### config.mk
export PLATFORM = sky130hd
export DESIGN_NAME = scan_addr_gen
export DESIGN_NICKNAME = d
export VERILOG_FILES = /design/src/logic/stream_buffer_pkg.sv /design/src/logic/scan_addr_gen.sv
export SDC_FILE = /design/constraint.sdc
export NUM_CORES = 1
export LEC_CHECK = 0
export CELL_PAD_IN_SITES_DETAIL_PLACEMENT = 0
export CELL_PAD_IN_SITES_GLOBAL_PLACEMENT = 1
export CORE_UTILIZATION = 30
export DETAILED_ROUTE_END_ITERATION = 16
export DONT_BUFFER_PORTS = 1
export PLACE_DENSITY_LB_ADDON = 0.1
export SYNTH_ARGS = -nofsm -noshare
export SYNTH_HDL_FRONTEND = slang
export SYNTH_SLANG_ARGS = --single-unit
### constraint.sdc
create_clock -name clk -period 2.64 [get_ports clk]
set_input_delay 0.132 -clock clk [delete_from_list [all_inputs] [get_ports clk]]
set_output_delay 0.132 -clock clk [all_outputs]
set_load 0.03 [all_outputs]
### src/logic/stream_buffer_pkg.sv
package stream_buffer_pkg;

	// one feature word as held in either bank.
	typedef logic [15:0] feature_t;

	// default bank geometry.
	localparam int DEF_ADDR_W = 14;

	// scan order, lane innermost, then channel step, then window.
	localparam int DEF_LANES = 4;
	localparam int DEF_CHANNELS = 4;
	localparam int DEF_WINDOW_STRIDE = 4;
	localparam int DEF_NUM_WINDOWS = 1444;

	// words the consumer can hold before it must hand credits back.
	localparam int DEF_CREDITS = 8;

	// address latch, array register and output stage of a bank.
	localparam int READ_LATENCY = 3;

endpackage

### src/logic/scan_addr_gen.sv
`timescale 1ns/1ps

module scan_addr_gen #(
	parameter int ADDR_W        = stream_buffer_pkg::DEF_ADDR_W,
	parameter int LANES         = stream_buffer_pkg::DEF_LANES,
	parameter int CHANNELS      = stream_buffer_pkg::DEF_CHANNELS,
	parameter int WINDOW_STRIDE = stream_buffer_pkg::DEF_WINDOW_STRIDE,
	parameter int NUM_WINDOWS   = stream_buffer_pkg::DEF_NUM_WINDOWS
) (
	input  logic              clk,
	input  logic              i_reset,
	input  logic              i_start,
	input  logic              i_advance,
	output logic [ADDR_W-1:0] o_raddr,
	output logic              o_active,
	output logic              o_last
);

	localparam int LANE_W = (LANES > 1) ? $clog2(LANES) : 1;
	localparam int CHAN_W = (CHANNELS > 1) ? $clog2(CHANNELS) : 1;
	localparam int WIN_W  = (NUM_WINDOWS > 1) ? $clog2(NUM_WINDOWS) : 1;

	logic [LANE_W-1:0] lane;
	logic [CHAN_W-1:0] chan;
	logic [WIN_W-1:0]  win;
	logic [ADDR_W-1:0] base;
	logic              active;
	logic              lane_wrap;
	logic              chan_wrap;
	logic              win_wrap;

	assign lane_wrap = (lane == LANE_W'(LANES - 1));
	assign chan_wrap = (chan == CHAN_W'(CHANNELS - 1));
	assign win_wrap  = (win == WIN_W'(NUM_WINDOWS - 1));

	// window base plus channel step plus lane.
	assign o_raddr  = base + ADDR_W'(chan) + ADDR_W'(lane);
	assign o_active = active;
	assign o_last   = active & lane_wrap & chan_wrap & win_wrap;

	always_ff @(posedge clk) begin
		if (i_reset) begin
			lane   <= '0;
			chan   <= '0;
			win    <= '0;
			base   <= '0;
			active <= 1'b0;
		end else if (!active) begin
			if (i_start) begin
				active <= 1'b1; // a start during a pass never gets here.
			end
		end else if (i_advance) begin
			if (o_last) begin
				lane   <= '0;
				chan   <= '0;
				win    <= '0;
				base   <= '0;
				active <= 1'b0;
			end else if (lane_wrap) begin
				lane <= '0;
				if (chan_wrap) begin
					chan <= '0;
					win  <= win + 1'b1;
					base <= base + ADDR_W'(WINDOW_STRIDE); // next window.
				end else begin
					chan <= chan + 1'b1;
				end
			end else begin
				lane <= lane + 1'b1;
			end
		end
	end

endmodule

; ---- Yosys cells after proc, flatten, opt, wreduce, memory -nomap -nowiden
; Index checks and enable logic that the tools add are counted.
[totals]
romBits = 0
inputBits = 4
mem_count = 0
ramBits = 0
wordCells = 37
ff_bits = 30
latchBits = 0
out_inout_bits = 16
[op_classes]
mux = 15
eq_ne = 3
n_div = 0
bitwise_logic = 3
magnitude_cmp = 0
reduce_logical = 5
shift = 0
addsub = 6
mul = 0
[ops]
columns = op, n
row1 = $mux 14, 3
row2 = $mux 11, 3
row3 = $add 14x2->14, 2
row4 = $add 14x3->14 const B, 1
row5 = $add 11x1->11 const B, 1
row6 = $eq 11x11->1 const B, 1
row7 = $mux 2, 5
row8 = $add 2x1->2 const B, 2
row9 = $eq 2x2->1 const B, 2
row10 = $mux 1, 4
row11 = $reduce_and 4->1, 1
row12 = $reduce_bool 2->1, 2
row13 = $and 1x1->1, 3
row14 = $reduce_and 3->1, 1
row15 = $reduce_and 2->1, 1

; ---- Longest topological paths before layout
[depth]
depth_word = 7
mapped_depth = 7
ltp_nobuf = 7

; ---- Worst setup path before layout
; Ideal clock, no wire load.
[synth_timing]
path_kind = reg2out
start = reg chan[1]
end = out o_raddr[13]
arrival_ns = 2.255
path_buffers = 0
required_ns = 2.508
path_stages_with_launch = 8
slack_ns = 0.253
path_cell_list = dfxtp_1 > ha_1 > ha_1 > inv_1 > fa_1 > or3_1 > nor2_1 > xor2_1
[synth_via]
elab_chain_cells = 2
[synth_lines]
columns = item, line_no
row1 = from (decl), scan_addr_gen.sv:24  ; logic [CHAN_W-1:0] chan;
row2 = from (signal assigned), scan_addr_gen.sv:66  ; chan <= chan + 1'b1;
row3 = $add 14x2->14 (2 in series), scan_addr_gen.sv:37  ; assign o_raddr = base + ADDR_W'(chan) + ADDR_W'(lane);
row4 = to (decl), scan_addr_gen.sv:14  ; output logic [ADDR_W-1:0] o_raddr,
; Every way passes these cells.

; ---- Worst setup path after layout
; Ends and elaborated chain as after synthesis.

==> out/metrics.cfg <==
[run_status]
status = completed

[place]
place_hpwl_um = 2450
io_buffers = 0
dp_cells = 257
preCtsSetupSlack_ns = 0.302
place_congestion = 0.704

[drt]
wl_per_cell_um = 13.0
firstDrtPassIters = 4
wl_um = 3440
drtIter0Drc = 41
via_per_inst = 4.77
vias = 1260
drc = 0
final_antenna_net_count = 0

[pwr]
power.leakage_nw = 0.679
totalPowerFinal_mw = 0.804
vdd_ir_drop_max_mv = 0.293
p_per_area_nw_per_um2 = 441

[yosys]
netlist-cell-type-count = 28
synth_nets = 201
synthMuxAreaShare_pct = 0.626
ys_async_sr_fraction_pct = 0
yosysWarnings = 0
synth_area_sq_um = 1600
synth_ff_type = dfxtp_1
synth-simple-area-share_pct = 29.9
synth_compound_area_share_pct = 3.45
synth_edf_count = 0
synth_top_family_by_area = simple AND/OR/NAND/NOR gates
syn_inst = 187
ys_seq_area_share_pct = 35.1
synth-seq-cells = 28
yosys.area_share.adder_pct = 8.30
avgSynthCellArea_sq_um = 8.54
synth-xor-area-share_pct = 17.5

[clock_tree]
insertion_delay_ns = 0.28
postCtsSetupBuffers = 0
clockBufferDepth = 2
cts_buffers = 3
cts.htree.levels = 1
cts_tree = yes
clkTransAtPathRegs_ns = 0.11
clock_sinks = 28
cts_root_buf = clkbuf_8

[critical_path]
cp_top_family = adder cells
cp.arrival_ns = 2.33
required_ns = 2.51
worst_path_max_delay_cell = or3_4
cpMostUsedCell = ha_1
critPathMaxStageDelay_ns = 0.38
startpoint_type = flip-flop
cp_max_fo = 4
worstPathCellList = ha_1, ha_1, inv_1, fa_2, or3_4, nor2_2, xor2_1, buf_4
critical_path_buf_inv_count = 2
path_class = flip-flop to output port
critPathCaptureType = output port

[layout]
n_fill_cell = 566
layout_commonest_cell = nor2_1
drive_gt1_share_pct = 14.9
final_nets = 209
diodes = 0
fin_cells = 264
mostFrequentLayoutCells = nor2_1, dfxtp_1, xnor2_1
area_growth_pct = 14.0

[min_path]
min_path_type = primary input to flip-flop

[floorplanning]
core-area_sq_um = 5110
start_util_pct = 31.3
die_area_sq_um = 5620
die_w_um = 75.0
num_rows = 26
die_h_um = 75.0
io_pins = 20

[sta]
hold_ws_ns = 0.0238
clock_skew_ns = 0.00390
timing.final.crit_share_pct = 93.3
hold_viol = 0
rsz0062_at_grt = no
slew_viol_final = 0
slew_headroom_pct = 51.7
fmax_mhz = 406
setup_tns_ns = 0
tightest_slew_ns = 0.719
report.final.setup_viol = 0
fin_crit_ns = 2.46
fin_ws_ns = 0.176

[job]
maxCapViolCount = 0

[global_route]
grt_remaining_overflow = 0
grt.total_usage_pct = 13.4
grt_pass1_wl_um = 5720
antenna_found_initial = 0
grt_max_degree = 24
grt_pass1_vias = 1184

[layer usage]
layer / share of wire [%] / routed length, um / global-route usage (%)
met5: 0 / 0 / 0
met2: 47 / 1640 / 22.8
met1: 48 / 1670 / 17.0
met4: 0.64 / 22 / 3.14
met3: 3.4 / 118 / 3.35
[cell type report]
type	instances	area [sq um]	share of cell area (%)
multi-input combinational	142	968	53.2
inverter	7	26.3	1.44
timing repair buffer	13	105	5.77
sequential	28	563	30.9
clock buffer	3	41.3	2.27
tap	70	87.6	4.81
clock inverter	1	30.0	1.65
[logic make-up after synthesis]
family,count (synthesis)
and+or+nand+nor,91
muxes,1
AOI/OAI and AO/OA,8
DFF,28
adders and majority gates,10
buffers and inverters,17
xor gates and xnor gates,32
[stage by stage]
step                util, %  area (sq um)
floorplan                 -          1600
global placement       33.4          1710
finish                 35.7          1820
detailed placement     33.4          1710
CTS                    35.5          1810
global route           35.7          1820
[where the power goes]
| group | leakage, nW | switching (mW) | internal (mW) |
|---|---|---|---|
| registers | 0.227 | 0.00204 | 0.425 |
| clock network | 0.0357 | 0.147 | 0.203 |
| logic | 0.417 | 0.0183 | 0.00848 |
[cell usage after synthesis, types with 5 or more instances]
cell | count | area (sq um)
a21oi_1 | 5 | 25.0
clkbuf_1 | 6 | 22.5
dfxtp_1 | 28 | 561
ha_1 | 9 | 113
inv_1 | 7 | 26.3
nand2_1 | 16 | 60.1
nand3_1 | 10 | 50.1
nand4_1 | 10 | 62.6
nor2_1 | 29 | 109
nor3_1 | 7 | 35.0
nor4_1 | 8 | 50.1
xnor2_1 | 22 | 193
xor2_1 | 10 | 87.6
[worst reg2reg max path, cell delays in order (launching register included)]
cell and delay, ns:
dfxtp_1 0.40, ha_1 0.28, nand4_2 0.43, or3_1 0.52
xnor2_1 0.18, nor2_2 0.04
[flip-flops by register name, summed over array words and instances (netlist names)]
signal	cells
base	12
o_active	1
win	11
lane	2
chan	2
[timing repair]
action,CTS,global route
hold buffers,3,0
gates resized for setup,1,5
setup endpoints to repair,2,2
pin swaps,0,1
endpoints found under the hold margin,5,0
[final timing paths]
kind / from / to / slack, ns / cells after the start
setup / recovery: chan[1]$_SDFFE_PP0P_ / o_raddr[13] / 0.18 / 8
hold / removal: i_start / o_active$_SDFF_PP0_ / 0.02 / 2
setup reg to reg: lane[0]$_SDFFE_PP0P_ / win[6]$_SDFFE_PP0P_ / 0.69 / 5
hold reg to reg: win[1]$_SDFFE_PP0P_ / win[1]$_SDFFE_PP0P_ / 0.51 / 2
Power figures use the tool's default switching activity.
