File: config.mk
export PLATFORM = sky130hd
export DESIGN_NAME = credit_sender
export DESIGN_NICKNAME = d
export VERILOG_FILES = /design/src/logic/stream_buffer_pkg.sv /design/src/logic/credit_sender.sv
export SDC_FILE = /design/constraint.sdc
export NUM_CORES = 1
export LEC_CHECK = 0
export ABC_AREA = 1
export BUFFER_PORTS_ARGS = -buffer_cell sky130_fd_sc_hd__buf_2
export CAP_MARGIN = 10
export CORE_UTILIZATION = 35
export CTS_BUF_LIST = sky130_fd_sc_hd__clkbuf_8 sky130_fd_sc_hd__clkbuf_16
export DETAILED_ROUTE_END_ITERATION = 10
export GPL_ROUTABILITY_DRIVEN = 0
export RECOVER_POWER = 50
export REMOVE_ABC_BUFFERS = 1
export SYNTH_ARGS = -nofsm -noshare
export SYNTH_HDL_FRONTEND = slang
export SYNTH_SLANG_ARGS = --single-unit
File: constraint.sdc
create_clock -name clk -period 3.9 [get_ports clk]
set_clock_uncertainty 0.15 [all_clocks]
set_input_delay 0.195 -clock clk [delete_from_list [all_inputs] [get_ports clk]]
set_output_delay 0.195 -clock clk [all_outputs]
set_load 0.01 [all_outputs]
File: src/logic/stream_buffer_pkg.sv
package stream_buffer_pkg;

	// one feature word as held in either bank.
	typedef logic [15:0] feature_t;

	// default bank geometry.
	localparam int DEF_ADDR_W = 14;

	// scan order, lane innermost, then channel step, then window.
	localparam int DEF_LANES = 4;
	localparam int DEF_CHANNELS = 4;
	localparam int DEF_WINDOW_STRIDE = 4;
	localparam int DEF_NUM_WINDOWS = 1444;

	// words the consumer can hold before it must hand credits back.
	localparam int DEF_CREDITS = 8;

	// address latch, array register and output stage of a bank.
	localparam int READ_LATENCY = 3;

endpackage

File: src/logic/credit_sender.sv
`timescale 1ns/1ps

module credit_sender #(
	parameter int CREDITS = stream_buffer_pkg::DEF_CREDITS
) (
	input  logic clk,
	input  logic i_reset,
	input  logic i_active,
	input  logic i_last,
	input  logic i_credit,
	output logic o_issue,
	output logic o_valid,
	output logic o_finished
);

	import stream_buffer_pkg::*;

	localparam int CNT_W = $clog2(CREDITS + 1);

	logic [CNT_W-1:0]        credit_cnt;
	logic [READ_LATENCY-1:0] valid_pipe;
	logic [READ_LATENCY-1:0] last_pipe;

	assign o_issue = i_active & (credit_cnt != '0);

	// a credit back in the same cycle as an issue cancels out.
	always_ff @(posedge clk) begin
		if (i_reset) begin
			credit_cnt <= CNT_W'(CREDITS);
		end else begin
			case ({o_issue, i_credit})
				2'b10:   credit_cnt <= credit_cnt - 1'b1;
				2'b01:   credit_cnt <= credit_cnt + 1'b1;
				default: credit_cnt <= credit_cnt;
			endcase
		end
	end

	// follows the word through the bank pipeline.
	always_ff @(posedge clk) begin
		if (i_reset) begin
			valid_pipe <= '0;
			last_pipe  <= '0;
		end else begin
			valid_pipe <= {valid_pipe[READ_LATENCY-2:0], o_issue};
			last_pipe  <= {last_pipe[READ_LATENCY-2:0], o_issue & i_last};
		end
	end

	assign o_valid    = valid_pipe[READ_LATENCY-1];
	assign o_finished = last_pipe[READ_LATENCY-1];

endmodule

Yosys cells after proc, flatten, opt, wreduce, memory -nomap -nowiden
Index checks and enable logic that the tools add are counted.
{ "op_classes": {"addsub": 2, "n_mul": 0, "div_mod_pow": 0, "magnitude_cmp": 0, "n_eq_ne": 2, "n_shift": 0, "n_mux": 1, "n_bitwise": 2, "n_reduce_logical": 2} }
{ "ops": {"columns": ["operator", "n"], "rows": [
  ["$pmux W4 S2", 1],
  ["$add A4 B1 Y4 const B", 1],
  ["$reduce_bool A4 Y1", 1],
  ["$sub A4 B1 Y4 const B", 1],
  ["$and A1 B1 Y1", 2],
  ["$eq A2 B1 Y1 const B", 1],
  ["$eq A2 B2 Y1 const B", 1],
  ["$reduce_bool A2 Y1", 1]
]} }
{ "word_totals": {"reg_bits": 10, "latch_bits": 0, "ram_bits": 0, "mem_bits_ro": 0, "inputBits": 5, "output_inout_bits": 3, "elab_cells": 12, "n_memories": 0} }

Longest topological paths before layout
{ "depth": {"ltp_word": 4, "ltp_mapped": 12, "ltp_nobuf": 12} }

Worst setup path before layout
No wires, ideal clock.
{ "synth_path": {"path_type": "reg2reg", "start": "register credit_cnt[0]", "end": "register credit_cnt[3]", "setup_ns": 0.115, "t_arrival_ns": 1.539, "required_ns": 3.635, "slack_ns": 2.097, "path_stages_with_launch": 12, "n_path_buf": 0, "period_less_slack_ns": 1.803, "cell_sequence": "dfxtp_1 nor2_1 nand3_2 nand2_2 ha_1 inv_1 ha_1 or2_1 nand2_1 nand2_1 nand3_1 nand2_1"} }
{ "synth_via": {"elab_chain_cells": 4, "word_cells_on_any_way": 8, "cone_classes": "add/sub: 2; eq/ne: 2; mux: 1; bitwise: 1; reduce/logical: 2"} }
{ "synth_rtl": {"columns": ["item", "line", "text"], "rows": [
  ["start, declared", "credit_sender.sv:20", "logic [CNT_W-1:0] credit_cnt;"],
  ["start signal, assigned", "credit_sender.sv:29", "credit_cnt <= CNT_W'(CREDITS);"],
  ["start signal, assigned", "credit_sender.sv:32", "2'b10: credit_cnt <= credit_cnt - 1'b1;"],
  ["start signal, assigned", "credit_sender.sv:33", "2'b01: credit_cnt <= credit_cnt + 1'b1;"],
  ["$reduce_bool A4 Y1", "credit_sender.sv:24", "assign o_issue = i_active & (credit_cnt != '0);"],
  ["$and A1 B1 Y1", "credit_sender.sv:24", null],
  ["$eq A2 B1 Y1 or $eq A2 B2 Y1 (tied branches)", "credit_sender.sv:31", "case ({o_issue, i_credit})"],
  ["$pmux W4 S2 or $reduce_bool A2 Y1 (tied branches)", null, null]
]} }
Parallel ways exist; a longest one is shown, timed or not.
A chain may end at the register's enable or synchronous reset.

Worst setup path after layout
Ends and elaborated chain as after synthesis.

==> reports/qor.yml <==
hold_path:
  min_path_cells: 3
  worstHoldStart: "i_last"
  hold_class: "input port to flip-flop"
  whs_endpoint: "last_pipe[0]"
global_routing:
  antenna_found_initial: 0
  track_usage: 0.108
  grt_overflow: 0
  grt_pass1_wl_um: 993
  grt_max_degree: 11
  grt_pass1_vias: 257
die:
  num_rows: 12
  core_sq_um: 1160
  ios: 8
  fp.dieH_um: 38.0
  die_area_sq_um: 1450
  fp.dieW_um: 38.0
  start_util: 0.393
layout:
  drive_gt1_frac: 0.209
  n_antenna_cell: 0
  fin_nets: 77
  fin_area_sq_um: 553
  syn_to_final_growth_pct: 21.8
  postLayoutCoreUtil: 0.478
pwr:
  total_leakage_power_nw: 0.281
  peakVddDrop_uv: 349
  power_density_nw_per_um2: 635
sta:
  fin_crit_ps: 1950
  final_hold_viol_count: 0
  hold_slack_ps: 36.2
  setup_violations: 0
  min_period_over_period: 0.499
  slew_viol_final: 0
  max_freq_mhz: 514
  worst_pin_slew_ps: 194
  rsz0062_at_grt: "no"
  maxSlewHeadroom: 0.871
  setup_tns_ps: 0
worst_setup_path:
  r2r-end: "credit_cnt[3]"
  cp.arrival_ps: 1920
  crit_chain: "nor2_1 -> nand3_2 -> nand2_1 -> ha_1 -> inv_1 -> ha_1 -> or2_1 -> nand2_1 -> nand2_1 -> nand3_1 -> nand2_1"
  worstSetupEndpointType: "flip-flop"
  cp_common_cell: "nand2_1"
  rrSetupSlack_ps: 1950
  path_buf_inv: 1
  crit_family: "simple AND/OR/NAND/NOR gates"
  required_ps: 3880
  reg2reg_from: "credit_cnt[0]"
  worstRegToRegCells: 11
  worst_setup_path_start_kind: "flip-flop"
  critPathMaxStageDelay_ps: 350
  criticalPathCategory: "flip-flop to flip-flop"
  crit_slowest_cell: "dfxtp_1"
  path_max_fanout: 4
placed_design:
  placed_area_sq_um: 502
  hpwl_um: 478
  portBuffers: 7
clocking:
  cts_max_level: 1
  ctsResizeCount: 0
  cts_buffers: 3
  post-cts-setup-buffer-count: 0
  root_buffer: "clkbuf_8"
  cts_tree: "yes"
  clk_pin_slew_worst_paths_ps: 50
  clkLatencyLatePin_ps: 230
  ctsLongestPathBuffers: 2
  hold_buffers: 0
  cts_sinks: 10
yosys:
  synth_top_cells_by_count: "10 x dfxtp_1, 10 x inv_1, 10 x nand2_1"
  synth.top_cell.area_share: 0.441
  synth-seq-area-share: 0.441
  async_reset_ff_frac: 0
  ys_warn_count: 0
  yosys.area.top_type: "dfxtp_1"
  synth_ff_type: "dfxtp_1"
  synth_edf_count: 0
  synth_area_sq_um: 454
  netlist_instances: 57
  avgSynthCellArea_sq_um: 7.97
  synth_area_leaders: "dfxtp_1 44%, ha_1 8.3%, inv_1 8.3%, nand2_1 8.3%, nor2_1 6.6%"
  ys_ff_latch: 10
  ys_types: 16
detailed_routing:
  ant_nets: 0
  drc: 0
  vias: 328
  avgRoutedWirePerCell_um: 7.80
  finalWirelength_um: 632
  first_pass_iters: 2
  via_per_inst: 4.05
  drtIter0Drc: 1
run_status:
  status: "finished clean"
run:
  maxCapViolCount: 0
==> cell families (layout without fill, tap and decap cells) <==
kind of cell,count (synthesis),in the layout,share of synthesized area
AND/OR/NAND/NOR,25,25,0.248
adder cells (fa/ha/maj),4,4,0.127
buffers and inverters,12,22,0.102
AO/OA/AOI/OAI,4,4,0.0441
flip-flops,10,10,0.441
XOR/XNOR,2,2,0.0386
==> per-stage QoR <==
stage               power, mW  setup WS, ps  std cells
floorplan               0.209          2100         56
global placement        0.228          1990         77
detailed placement      0.229          1990         77
CTS                     0.358          1970         81
global route            0.381          1750         81
finish                  0.351          1950         81
==> worst min-delay path: cells and delay by family <==
kind | cells | cell delay (ps)
buffers and inverters | 1 | 80
AND/OR/NAND/NOR | 2 | 110
==> state kept, by name, indices dropped and copies added (netlist names) <==
signal and cells:
valid_pipe 3, credit_cnt 4, last_pipe 3
==> layer usage <==
metal  up-vias  share of wire  routed length [um]  GRT usage
met5         -              0                   0          0
met2         7           0.40                 252      0.131
met4         0          0.013                   8     0.0536
met1       130           0.52                 326      0.132
li1        189              -                   -          -
met3         2          0.071                  45     0.0872
==> cell usage in the layout, fill, tap and decap left out <==
master and count:
clkbuf_1 1, buf_2 6, xor2_1 2, inv_1 10
nand2_1 11, o21ai_0 1, nand3_1 2, nor2_1 8
nand3_2 1, dfxtp_1 10, clkbuf_8 4, inv_2 1
a21oi_1 3, nand2_2 1, or2_1 1, nor2_2 1
fa_1 1, ha_1 3
==> where the power goes <==
| group | internal (mW) | switching [mW] | leakage (nW) |
|---|---|---|---|
| Clock | 0.0885 | 0.0376 | 0.0288 |
| Combinational | 0.0404 | 0.0519 | 0.170 |
| Sequential | 0.119 | 0.0139 | 0.0823 |
| Total | 0.248 | 0.103 | 0.281 |
==> how the worst max path moves through the flow <==
stage | start | to | slack [ps] | depth (start not counted)
floorplan | credit_cnt[0] | credit_cnt[3] | 2100 | 11
global placement | credit_cnt[0] | credit_cnt[3] | 1990 | 11
detailed placement | credit_cnt[0] | credit_cnt[3] | 1990 | 11
CTS | credit_cnt[0] | credit_cnt[3] | 1970 | 11
global route | credit_cnt[0] | credit_cnt[3] | 1750 | 11
finish | credit_cnt[0] | credit_cnt[3] | 1950 | 11
==> layout make-up <==
type	instances	area [sq um]
multi-input cells	35	205
repair buffers	7	33.8
clock buffers	4	55.1
well taps	14	17.5
flip-flops and latches	10	200
inverters	11	41.3
fillers	115	603
No activity file was read; power rests on OpenSTA's default activity.
